`config.mk`:
```
export PLATFORM = sky130hd
export DESIGN_NAME = fetch_unit
export DESIGN_NICKNAME = d
export VERILOG_FILES = /design/src/logic/fetch_pkg.sv /design/src/logic/fetch_unit.sv /design/src/logic/instr_assembler.sv /design/src/logic/fetch_ctrl.sv /design/src/logic/byte_counter.sv /design/src/logic/instr_mem.sv
export SDC_FILE = /design/constraint.sdc
export NUM_CORES = 1
export LEC_CHECK = 0
export ABC_AREA = 1
export BUFFER_PORTS_ARGS = -buffer_cell sky130_fd_sc_hd__clkbuf_2
export CORE_ASPECT_RATIO = 1.25
export CORE_UTILIZATION = 40
export DETAILED_ROUTE_END_ITERATION = 8
export GPL_ROUTABILITY_DRIVEN = 1
export PLACE_DENSITY = 0.63
export SETUP_SLACK_MARGIN = 0.2
export SLEW_MARGIN = 20
export SYNTH_ARGS = -nofsm -noshare
export SYNTH_HDL_FRONTEND = slang
export SYNTH_SLANG_ARGS = --single-unit
export TNS_END_PERCENT = 30
```
`constraint.sdc`:
```
create_clock -name clk -period 8.2 [get_ports clk]
set_input_delay 1.64 -clock clk [delete_from_list [all_inputs] [get_ports clk]]
set_output_delay 1.64 -clock clk [all_outputs]
set_load 0.005 [all_outputs]
```
`src/prog.hex`:
```
// instruction rom image, one byte in hex per line
// comment gives the byte address and, at an instruction start, its assembly
10 // 0x00 nop
90 // 0x01 ret
00 // 0x02 halt
60 // 0x03 addq %rdx, %rbx
23 // 0x04
21 // 0x05 cmovle %rsp, %rbp
45 // 0x06
30 // 0x07 irmovq $0x0807060504030201, %rdx
f2 // 0x08
01 // 0x09
02 // 0x0a
03 // 0x0b
04 // 0x0c
05 // 0x0d
06 // 0x0e
07 // 0x0f
08 // 0x10
50 // 0x11 mrmovq 0xfedcba9876543210(%rcx), %rbx
31 // 0x12
10 // 0x13
32 // 0x14
54 // 0x15
76 // 0x16
98 // 0x17
ba // 0x18
dc // 0x19
fe // 0x1a
74 // 0x1b jne 0x40
40 // 0x1c
00 // 0x1d
00 // 0x1e
00 // 0x1f
00 // 0x20
00 // 0x21
00 // 0x22
00 // 0x23
80 // 0x24 call 0x55
55 // 0x25
00 // 0x26
00 // 0x27
00 // 0x28
00 // 0x29
00 // 0x2a
00 // 0x2b
00 // 0x2c
c5 // 0x2d invalid icode 0xc

```
`src/logic/fetch_pkg.sv`:
```
`default_nettype none

package fetch_pkg;

        // pc, valc, valp and pred_pc are full 64-bit words
        localparam int unsigned addr_width = 64;
        // instruction rom size in bytes
        localparam int unsigned mem_bytes = 128;
        localparam int unsigned mem_addr_width = $clog2(mem_bytes);
        // byte position inside one instruction
        localparam int unsigned byte_idx_width = 4;
        // the longest instruction has 10 bytes
        localparam int unsigned max_instr_bytes = 10;

        typedef logic [3:0] icode_t;
        typedef logic [addr_width-1:0] addr_t;

        // y86-64 instruction codes from the upper nibble of byte 0
        localparam icode_t icode_halt = 4'h0;
        localparam icode_t icode_nop = 4'h1;
        localparam icode_t icode_cmov = 4'h2;
        localparam icode_t icode_irmov = 4'h3;
        localparam icode_t icode_rmmov = 4'h4;
        localparam icode_t icode_mrmov = 4'h5;
        localparam icode_t icode_op = 4'h6;
        localparam icode_t icode_jxx = 4'h7;
        localparam icode_t icode_call = 4'h8;
        localparam icode_t icode_ret = 4'h9;
        localparam icode_t icode_push = 4'ha;
        localparam icode_t icode_pop = 4'hb;

        // total bytes of an instruction where an invalid code counts as one byte
        function automatic logic [byte_idx_width-1:0] instr_length(input icode_t icode);
                case (icode)
                        icode_cmov, icode_op, icode_push, icode_pop:
                                return byte_idx_width'(2);
                        icode_jxx, icode_call:
                                return byte_idx_width'(max_instr_bytes - 1);
                        icode_irmov, icode_rmmov, icode_mrmov:
                                return byte_idx_width'(max_instr_bytes);
                        default:
                                return byte_idx_width'(1);
                endcase
        endfunction

        // byte 1 carries ra and rb
        function automatic logic has_regids(input icode_t icode);
                return icode inside {icode_cmov, icode_irmov, icode_rmmov, icode_mrmov,
                                     icode_op, icode_push, icode_pop};
        endfunction

        // eight little-endian bytes of valc follow
        function automatic logic has_valc(input icode_t icode);
                return icode inside {icode_irmov, icode_rmmov, icode_mrmov,
                                     icode_jxx, icode_call};
        endfunction

endpackage

`default_nettype wire
```
`src/logic/fetch_unit.sv`:
```
`default_nettype none

module fetch_unit (
        input wire clk,
        input wire reset,
        input wire req,
        input wire fetch_pkg::addr_t pc,
        output logic ack,
        output fetch_pkg::icode_t icode,
        output fetch_pkg::icode_t ifun,
        output fetch_pkg::icode_t ra,
        output fetch_pkg::icode_t rb,
        output fetch_pkg::addr_t valc,
        output fetch_pkg::addr_t valp,
        output fetch_pkg::addr_t pred_pc,
        output logic instr_valid,
        output logic mem_error,
        output logic halt
);
        import fetch_pkg::*;

        // fetch address latched by the controller
        addr_t base_pc;
        logic start;
        logic step;
        logic byte_valid;
        // instruction length and byte position
        logic [byte_idx_width-1:0] limit;
        logic [byte_idx_width-1:0] index;
        logic last;
        // rom side
        logic [7:0] rd_data;
        logic out_of_range;

        // handshake and read sequencing
        fetch_ctrl fetch_ctrl_i (
                .clk(clk),
                .reset(reset),
                .req(req),
                .pc(pc),
                .out_of_range(out_of_range),
                .icode(icode),
                .last(last),
                .ack(ack),
                .base_pc(base_pc),
                .limit(limit),
                .start(start),
                .step(step),
                .byte_valid(byte_valid),
                .mem_error(mem_error)
        );

        byte_counter byte_counter_i (
                .clk(clk),
                .reset(reset),
                .start(start),
                .step(step),
                .limit(limit),
                .index(index),
                .last(last)
        );

        instr_mem instr_mem_i (
                .clk(clk),
                .base(base_pc),
                .index(index),
                .rd_data(rd_data),
                .out_of_range(out_of_range)
        );

        // decoded fields, valp and the predicted pc
        instr_assembler instr_assembler_i (
                .clk(clk),
                .reset(reset),
                .start(start),
                .byte_valid(byte_valid),
                .index(index),
                .rd_data(rd_data),
                .base_pc(base_pc),
                .icode(icode),
                .ifun(ifun),
                .ra(ra),
                .rb(rb),
                .valc(valc),
                .valp(valp),
                .pred_pc(pred_pc),
                .instr_valid(instr_valid),
                .halt(halt)
        );

endmodule

`default_nettype wire

```
`src/logic/instr_assembler.sv`:
```
`default_nettype none

module instr_assembler (
        input wire clk,
        input wire reset,
        input wire start,
        input wire byte_valid,
        input wire [fetch_pkg::byte_idx_width-1:0] index,
        input wire [7:0] rd_data,
        input wire fetch_pkg::addr_t base_pc,
        output fetch_pkg::icode_t icode,
        output fetch_pkg::icode_t ifun,
        output fetch_pkg::icode_t ra,
        output fetch_pkg::icode_t rb,
        output fetch_pkg::addr_t valc,
        output fetch_pkg::addr_t valp,
        output fetch_pkg::addr_t pred_pc,
        output logic instr_valid,
        output logic halt
);
        import fetch_pkg::*;

        // position of the byte on rd_data which lags the counter like the rom
        logic [byte_idx_width-1:0] idx_q;
        // where valc begins within the instruction
        logic [byte_idx_width-1:0] valc_first;
        // byte lane of valc for the current byte
        logic [byte_idx_width-1:0] valc_pos;
        logic valc_byte;
        icode_t byte_icode;

        assign byte_icode = rd_data[7:4];
        assign valc_first = has_regids(icode) ? byte_idx_width'(2) : byte_idx_width'(1);
        assign valc_pos = idx_q - valc_first;
        assign valc_byte = has_valc(icode) && (idx_q >= valc_first);

        // jumps and calls predict their target while the rest fall through
        assign pred_pc = ((icode == icode_jxx) || (icode == icode_call)) ? valc : valp;

        always_ff @(posedge clk)
        begin
                idx_q <= index;
        end

        always_ff @(posedge clk)
        begin
                if (reset)
                begin
                        icode <= '0;
                        ifun <= '0;
                        ra <= '0;
                        rb <= '0;
                        valc <= '0;
                        valp <= '0;
                        instr_valid <= 1'b0;
                        halt <= 1'b0;
                end
                // fields not present in the instruction read as rnone and zero
                else if (start)
                begin
                        ra <= 4'hf;
                        rb <= 4'hf;
                        valc <= '0;
                end
                else if (byte_valid)
                begin
                        // byte 0 decides the length and validity
                        if (idx_q == '0)
                        begin
                                icode <= byte_icode;
                                ifun <= rd_data[3:0];
                                valp <= base_pc + addr_t'(instr_length(byte_icode));
                                instr_valid <= (byte_icode <= icode_pop);
                                halt <= (byte_icode == icode_halt);
                        end
                        // register specifier byte with ra in the high nibble
                        if ((idx_q == byte_idx_width'(1)) && has_regids(icode))
                        begin
                                ra <= rd_data[7:4];
                                rb <= rd_data[3:0];
                        end
                        // little-endian constant with the lowest byte first
                        if (valc_byte)
                                valc[{valc_pos[2:0], 3'b000} +: 8] <= rd_data;
                end
        end

endmodule

`default_nettype wire

```
`src/logic/fetch_ctrl.sv`:
```
`default_nettype none

module fetch_ctrl (
        input wire clk,
        input wire reset,
        input wire req,
        input wire fetch_pkg::addr_t pc,
        input wire out_of_range,
        input wire fetch_pkg::icode_t icode,
        input wire last,
        output logic ack,
        output fetch_pkg::addr_t base_pc,
        output logic [fetch_pkg::byte_idx_width-1:0] limit,
        output logic start,
        output logic step,
        output logic byte_valid,
        output logic mem_error
);
        import fetch_pkg::*;

        typedef enum logic [2:0] {idle, read, wait_first, read_rest, done} state_t;

        state_t state;
        state_t state_next;
        // counter moved last cycle so the rom reads a new byte now
        logic step_q;
        // rom is addressing a wanted byte this cycle
        logic reading;
        logic issue;
        logic range_fault;

        // ack is a pure state decode since outputs are already final in done
        assign ack = (state == done);
        assign start = (state == idle) && req;
        // icode is valid from read_rest on
        assign limit = instr_length(icode);

        assign reading = (state == read) || ((state == read_rest) && step_q);
        assign issue = reading && !out_of_range;
        assign range_fault = reading && out_of_range;
        // keep stepping until the counter sits on the final byte
        assign step = (state == read_rest) && !last && !range_fault;

        always_comb
        begin
                state_next = state;
                case (state)
                        idle:
                                if (req)
                                        state_next = read;
                        // byte 0 is read here and a bad pc skips straight to done
                        read:
                                if (range_fault)
                                        state_next = done;
                                else
                                        state_next = wait_first;
                        // byte 0 lands in the assembler
                        wait_first:
                                state_next = read_rest;
                        // leave once the final read has been captured
                        read_rest:
                                if (range_fault || (last && !step_q))
                                        state_next = done;
                        // hold ack until the requester lets go
                        done:
                                if (!req)
                                        state_next = idle;
                        default:
                                state_next = idle;
                endcase
        end

        always_ff @(posedge clk)
        begin
                if (reset)
                begin
                        state <= idle;
                        step_q <= 1'b0;
                        byte_valid <= 1'b0;
                        mem_error <= 1'b0;
                end
                else
                begin
                        state <= state_next;
                        step_q <= step;
                        // rom data follows the read by one cycle
                        byte_valid <= issue;
                        if (start)
                                mem_error <= 1'b0;
                        else if (range_fault)
                                mem_error <= 1'b1;
                end
        end

        // pc captured once per fetch
        always_ff @(posedge clk)
        begin
                if (start)
                        base_pc <= pc;
        end

endmodule

`default_nettype wire

```
`src/logic/byte_counter.sv`:
```
`default_nettype none

module byte_counter (
        input wire clk,
        input wire reset,
        input wire start,
        input wire step,
        input wire [fetch_pkg::byte_idx_width-1:0] limit,
        output logic [fetch_pkg::byte_idx_width-1:0] index,
        output logic last
);
        import fetch_pkg::*;

        // index of the following byte
        logic [byte_idx_width-1:0] index_inc;

        assign index_inc = index + byte_idx_width'(1);
        // current index is the final byte of the instruction
        assign last = (index_inc == limit);

        always_ff @(posedge clk)
        begin
                if (reset)
                        index <= '0;
                else if (start)
                        index <= '0;
                // one byte per step with no extra latency
                else if (step)
                        index <= index_inc;
        end

endmodule

`default_nettype wire

```
`src/logic/instr_mem.sv`:
```
`default_nettype none

module instr_mem (
        input wire clk,
        input wire fetch_pkg::addr_t base,
        input wire [fetch_pkg::byte_idx_width-1:0] index,
        output logic [7:0] rd_data,
        output logic out_of_range
);
        import fetch_pkg::*;

        // one byte per word with the program image loaded at elaboration
        logic [7:0] mem [mem_bytes];
        // byte address currently presented to the rom
        addr_t addr;

        initial
        begin
                $readmemh("/design/src/prog.hex", mem);
        end

        assign addr = base + addr_t'(index);
        // anything at or past the end of the rom is a memory error
        assign out_of_range = (addr >= addr_t'(mem_bytes));

        // one cycle read latency
        // addresses outside the array read as zero
        always_ff @(posedge clk)
        begin
                if (out_of_range)
                        rd_data <= 8'h00;
                else
                        rd_data <= mem[addr[mem_addr_width-1:0]];
        end

endmodule

`default_nettype wire

```
==> results.py, run 1 <==
metrics = {
    "route": {
        "wire_per_inst_um": 16.5,
        "ant_nets": 0,
        "dr.pass1.iters": 5,
        "vias": 8603,
        "drt_wl_total_mm": 30.2,
        "drt_first_iter_violations": 689,
        "drc": 0,
        "routed_via_density": 4.68,
    },
    "global_routing": {
        "grt_pass1_vias": 7814,
        "grt-busiest-layer": "met2",
        "grt.met3_usage_pct": 3.16,
        "grt_max_degree": 83,
        "antenna_found_initial": 0,
        "grtUsageMet2_pct": 41.7,
        "grt_usage_pct": 24.8,
        "grt.overflow.total": 0,
        "met1_usage_pct": 32.2,
        "grt_first_pass_wirelength_mm": 44.8,
    },
    "placed_design": {
        "pre_cts_ws_ns": 4.56,
        "gp_congestion": 0.955,
        "portBuffers": 206,
        "dp_hpwl_mm": 24.8,
    },
    "sta": {
        "worstMarginPinSlew_ns": 1.18,
        "tns_ns": 0,
        "drv_slew": 0,
        "slew_headroom_pct": 20.6,
        "finalClockSkew_ns": 0.0113,
        "hold_viol": 0,
        "rsz0062_at_grt": "no",
        "fin_crit_ns": 3.34,
        "fin_ws_ns": 4.86,
        "setup_viol": 0,
        "fin_crit_sh_pct": 40.8,
        "clock.fmax_mhz": 299,
    },
    "synthesis": {
        "muxShareOfSynthArea_pct": 0,
        "synth_top_family_by_area": "simple AND/OR/NAND/NOR gates",
        "syn_area_mm2": 0.00966,
        "synth_area_leader_cell": "edfxtp_1",
        "synth_fa_ha_area_share_pct": 1.11,
        "synth-main-ff-cell": "dfxtp_1",
        "syn_area_per_cell_um2": 7.08,
        "async_flop_share_pct": 0,
        "yosysWarnings": 0,
        "synth-edff-count": 64,
        "synthSimpleGateAreaFrac_pct": 31.5,
        "yosys.area.top_type_share_pct": 19.9,
        "synth_xor_area_share_pct": 6.07,
        "synthCells": 1364,
        "synth_compound_area_share_pct": 6.38,
        "synth_seq_cells": 144,
        "ys_top_cells_by_area": "edfxtp_1 (20%), dfxtp_1 (17%), nand2_1 (12%)",
        "synth-seq-area-share_pct": 36.5,
        "synth_cell_types": 43,
    },
    "cells_and_area": {
        "final_common_cell": "nand2_1",
        "mostFrequentLayoutCells": "nand2_1 (299), nor2_1 (229), clkbuf_2 (206)",
        "syn_to_final_growth_pct": 12.6,
        "drive_above_1_share_pct": 20.3,
        "final_core_util_pct": 45.9,
        "antenna_cells": 0,
        "fin_nets": 1575,
    },
    "setup_path": {
        "reg2reg_from": "byte_counter_i.index[0]",
        "worstSetupStartpointType": "register",
        "slowest_delay_ns": 0.44,
        "worstPathRequired_ns": 8.53,
        "worstPathArrival_ns": 3.67,
        "cpMaxStageDelayCell": "dfxtp_1",
        "critical_path.cell_chain": "ha_1 -> inv_1 -> fa_1 -> inv_1 -> nand2_1 -> nand2_1 -> nand2_1 -> nor2_2 -> nand2_2 -> nor2_1 -> nand2_1 -> nand2_1 -> nand3_1 -> nor2_1 -> nand2_1 -> nor2_1 -> nand3_2 -> nand2_4 -> nand2_2 -> nand2_1 -> nand2_1 -> nand2_1 -> nor2_1",
        "cp-end-kind": "register",
        "startpoint": "byte_counter_i.index[0]",
        "cp_max_fo": 6,
        "cp_common_cell": "nand2_1",
        "path_class": "register to register",
    },
    "clocking": {
        "clockBufferDepth": 2,
        "cts_tree": "built",
        "cts_resized": 0,
        "postCtsSetupBuffers": 0,
        "cts-root-buf": "clkbuf_16",
        "clkLatencyLatePin_ns": 0.44,
        "clk_pin_slew_ns": 0.06,
        "cts_sinks": 144,
        "cts_buffers": 17,
        "ctsHoldBuffers": 0,
        "cts_max_level": 4,
    },
    "floorplan": {
        "dieArea_mm2": 0.0248,
        "start_util_pct": 40.7,
        "io_pins": 279,
        "core_mm2": 0.0237,
        "die_h_um": 176,
        "rows": 63,
        "fp.dieW_um": 141,
    },
    "min_path": {
        "hp-class": "register to register",
        "hp-start": "byte_counter_i.index[0]",
    },
    "pwr": {
        "power_leakage_nw": 5.25,
        "powerDensity_mw_per_mm2": 229,
        "ir_drop_mv": 0.150,
    },
    "run": {
        "cap_violations": 0,
    },
    "status": {
        "status": "finished clean",
    },
}
-- path summary, 6_finish.rpt --
path | depth (start not counted) | to | slack [ns]
setup / recovery | 23 | fetch_ctrl_i.state[2] | 4.86
hold / removal | 0 | instr_assembler_i.idx_q[0] | 0.45
setup reg to reg | 23 | fetch_ctrl_i.state[2] | 4.86
hold reg to reg | 0 | instr_assembler_i.idx_q[0] | 0.45
-- cells in the mapped netlist (2+ instances only) --
cell      number
nand2_2       23
nor2_4        12
nand3b_1       5
inv_1        156
ha_1           7
a211oi_1       2
xor2_1        55
nor3_1        11
o21ai_0       73
o221ai_1       3
o21ai_1        4
nand3_1       78
xnor2_1       12
dfxtp_1       80
clkbuf_1      20
edfxtp_1      64
nor4_1         6
o21bai_1       5
a21oi_1       21
nor2_2        15
nand2_1      299
o21a_1         2
buf_4        144
clkinv_1       2
nand2_4        2
nand4_1       14
inv_2          4
nor2_1       229
and2_1         2
-- sequential cells by signal, summed over array words and instances (netlist names) --
name and flops:
byte_counter_i.index 4, fetch_ctrl_i.base_pc 64, fetch_ctrl_i.byte_valid 1, fetch_ctrl_i.mem_error 1
fetch_ctrl_i.state 3, fetch_ctrl_i.step_q 1, instr_assembler_i.halt 1, instr_assembler_i.idx_q 4
instr_assembler_i.rb 1, instr_assembler_i.valp 64
-- through the flow --
| stage | cells | cell area [µm²] | power, W | hold WS, ns |
|---|---|---|---|---|
| finish | 1838 | 10900 | 0.00250 | 0.450 |
| global route | 1838 | 10900 | 0.00263 | 0.455 |
| CTS | 1838 | 10900 | 0.00251 | 0.449 |
| detailed placement | 1806 | 10200 | 0.00169 | 0.435 |
| global placement | 1806 | 10200 | 0.00168 | 0.435 |
| floorplan | 1435 | 9930 | 0.00148 | 0.378 |
-- kinds of logic after synthesis --
logic type,count (synthesis)
compound gates,114
xor+xnor,67
fa+ha+maj,8
buf+inv,328
flops,144
other cells,1
simple gates,702
-- report_power, final --
group	leakage (nW)	total (W)	internal [W]	switching (W)
combinational	3.69	0.000577	0.000183	0.000394
sequential	1.25	0.00110	0.000905	0.000195
clock	0.309	0.000819	0.000498	0.000321
total	5.25	0.00250	0.00159	0.000910
-- cell type report --
cell class	instances	area, µm²
clock buffer	20	489
clock inverter	12	145
fill	2443	12800
inverter	164	622
multi-input combinational	963	4630
sequential	144	3520
tap	325	407
timing repair buffer	210	1060
-- critical path, delay by kind of cell (launching register included) --
kind                       cells  cell delay [ns]
adders and majority gates      2             0.64
buffers and inverters          2             0.19
DFF                            1             0.44
and+or+nand+nor               19             1.98
-- layer usage --
metal  vias to the layer above  wire length [µm]
li1                       4350                 -
met2                       332             14500
met5                         -                 0
met3                        41              1590
met1                      3880             13300
met4                         0               854
(Power assumes the default switching activity.)
==> run 2: changes to the inputs <==
clock period = 3.1 ns   (was 8.2 ns; I/O delays follow)
==> run 2 against run 1 <==
  * Clock power grew to 2.5 times the previous value
  * Flip-flop and latch count unchanged
  * Clock skew decreased by 0.0045 ns
  * First-iteration DRC count decreased by 18%
  * Critical path depth is 1 lower
  * Sequential share of layout area shrank 1.2 points
  * Core utilization is 1.7 points higher
  * Non-clock buffer count grew 38
  * Design area is 3.8% higher
  * Cell count up 2.1%
  * Critical path type unchanged
  * Largest cell class unchanged
==> results.py, run 2 (synthesis results as in run 1) <==
metrics = {
    "sta": {
        "slew_headroom_pct": 43.1,
        "holdWs_ns": 0.358,
        "hold_viol": 0,
        "finalClockSkew_ns": 0.00679,
        "fin_crit_ns": 2.91,
        "fin_crit_sh_pct": 93.8,
        "setup_viol": 0,
        "worstMarginPinSlew_ns": 0.854,
        "rsz0062_at_grt": "yes",
        "drv_slew": 0,
        "clock.fmax_mhz": 344,
    },
    "global_routing": {
        "grt_usage_pct": 26.4,
        "grt_first_pass_wirelength_mm": 47.6,
        "grt_pass1_vias": 8058,
        "grt.overflow.total": 0,
        "antenna_found_initial": 0,
        "grt_max_degree": 89,
    },
    "clocking": {
        "ctsHoldBuffers": 0,
        "clkLatencyLatePin_ns": 0.44,
        "cts_buffers": 17,
        "clk_pin_slew_ns": 0.06,
        "cts_max_level": 4,
        "cts-root-buf": "clkbuf_16",
        "clockBufferDepth": 2,
        "cts_sinks": 144,
        "cts_tree": "built",
    },
    "cells_and_area": {
        "antenna_cells": 0,
        "fin_nets": 1613,
        "multiInputGateArea_mm2": 0.00476,
        "instances_no_fill": 1876,
        "drive_above_1_share_pct": 23.5,
        "seqCellArea_mm2": 0.00352,
        "fill_cells": 2453,
        "syn_to_final_growth_pct": 16.8,
        "mostFrequentLayoutCells": "nand2_1 (291), nor2_1 (223), clkbuf_2 (207)",
        "fin_area_mm2": 0.0113,
        "final_common_cell": "nand2_1",
        "top_regs": "fetch_ctrl_i.base_pc (64), instr_assembler_i.valp (64)",
    },
    "setup_path": {
        "critical_path.cell_chain": "ha_2 -> inv_2 -> fa_2 -> inv_2 -> nand2_2 -> nand2_2 -> nand2_4 -> nor2_4 -> buf_12 -> nand3_1 -> xor2_1 -> nand2_1 -> nor2_1 -> nand2_1 -> nor2_2 -> nand3_2 -> nand2_4 -> nand2_4 -> clkinv_4 -> nand2_4 -> nand2_2 -> nor2_2",
        "cp_max_fo": 5,
        "cpMaxStageDelayCell": "fa_2",
        "cp_common_cell": "nand2_4",
        "slowest_delay_ns": 0.37,
        "cp-end-kind": "register",
        "startpoint": "fetch_ctrl_i.base_pc[0]",
        "worstSetupStartpointType": "register",
        "path_class": "register to register",
        "reg2reg_from": "fetch_ctrl_i.base_pc[0]",
        "cp_top_family": "simple AND/OR/NAND/NOR gates",
        "worstPathRequired_ns": 3.43,
        "worstPathArrival_ns": 3.24,
        "worst-path-buf-inv": 4,
    },
    "route": {
        "drt_wl_total_mm": 32.1,
        "drt_first_iter_violations": 568,
        "ant_nets": 0,
        "wire_per_inst_um": 17.1,
        "routed_via_density": 4.76,
        "dr.pass1.iters": 5,
        "vias": 8927,
        "drc": 0,
    },
    "status": {
        "status": "finished clean",
    },
    "floorplan": {
        "core_mm2": 0.0237,
        "start_util_pct": 40.7,
        "dieArea_mm2": 0.0248,
        "fp.dieW_um": 141,
        "io_pins": 279,
        "die_h_um": 176,
        "rows": 63,
    },
    "run": {
        "cap_violations": 0,
    },
    "pwr": {
        "powerDensity_mw_per_mm2": 595,
        "ir_drop_mv": 0.405,
        "p_total_w": 0.00672,
        "power_leakage_nw": 5.44,
    },
    "placed_design": {
        "portBuffers": 206,
        "placed_cells": 1835,
        "place_area_mm2": 0.0105,
        "gp_congestion": 0.972,
        "dp_hpwl_mm": 26.4,
    },
    "min_path": {
        "hp-class": "primary input to register",
        "hp-start": "pc[2]",
    },
}
==> run 2: cell types whose count changed in the layout (fill, tap and decap cells not counted), moves of 3 or more <==
cell,change
buf_4,+37
nand2_1,-8
nor2_1,-6
nand2_4,+4
nor2_2,+4
ha_1,-3
inv_1,-3
nand2_2,+3
==> run 2: final cells by class <==
type | instances | share of cell area [%]
Multi-Input combinational cell | 963 | 42.2
Clock inverter | 6 | 0.355
Tap cell | 325 | 3.60
Sequential cell | 144 | 31.2
Timing Repair Buffer | 248 | 12.0
Clock buffer | 26 | 5.01
Inverter | 164 | 5.62
==> run 2: stage by stage <==
stage / setup WS, ns / TNS [ns] / utilization, %
after global placement: 0.176 / 0 / 44.2
after detailed placement: 0.133 / 0 / 44.2
final: 0.193 / 0 / 47.6
after CTS: 0.206 / 0 / 46.9
after global routing: -0.00846 / -0.0146 / 47.6
after floorplan: -0.142 / -6.08 / -
==> run 2: routing by layer <==
| layer | track usage [%] | vias up | part of all wire, % | routed length (µm) |
|---|---|---|---|---|
| li1 | - | 4416 | - | - |
| met1 | 33.4 | 4131 | 44 | 14000 |
| met2 | 45.4 | 345 | 49 | 15700 |
| met3 | 3.52 | 35 | 4.5 | 1460 |
| met4 | 10.6 | 0 | 2.9 | 946 |
| met5 | 0 | - | 0 | 0 |
==> run 2: power breakdown <==
part	switching [W]	total [W]	internal, W	leakage, nW
Sequential	0.000492	0.00289	0.00239	1.25
Combinational	0.00120	0.00177	0.000570	3.89
Clock	0.000802	0.00206	0.00126	0.300
==> run 2: worst register-to-register path: stages (launching register included) <==
cell and delay [ns]:
edfxtp_1 0.36, ha_2 0.19, inv_2 0.04, fa_2 0.37, inv_2 0.10, nand2_2 0.05, nand2_2 0.07, nand2_4 0.07
nor2_4 0.18, buf_12 0.15, nand3_1 0.09, xor2_1 0.15, nand2_1 0.06, nor2_1 0.14, nand2_1 0.08, nor2_2 0.11
nand3_2 0.14, nand2_4 0.14, nand2_4 0.09, clkinv_4 0.07, nand2_4 0.04, nand2_2 0.06, nor2_2 0.04
==> run 2: path summary, 6_finish.rpt <==
kind                             end  slack (ns)  cells after the start
max          byte_counter_i.index[3]        0.19                     22
min          fetch_ctrl_i.base_pc[2]        0.36                      1
min reg2reg   fetch_ctrl_i.mem_error        0.47                      2
max reg2reg  byte_counter_i.index[3]        0.19                     22
==> run 2: what timing repair did <==
action / 4_1_cts / 5_1_grt
pin swaps: 3 / 17
endpoints found under the hold margin: 0 / 0
endpoints found under the setup margin: 6 / 9
gates cloned: 0 / 0
gates resized for setup: 4 / 26
setup buffers: 3 / 6
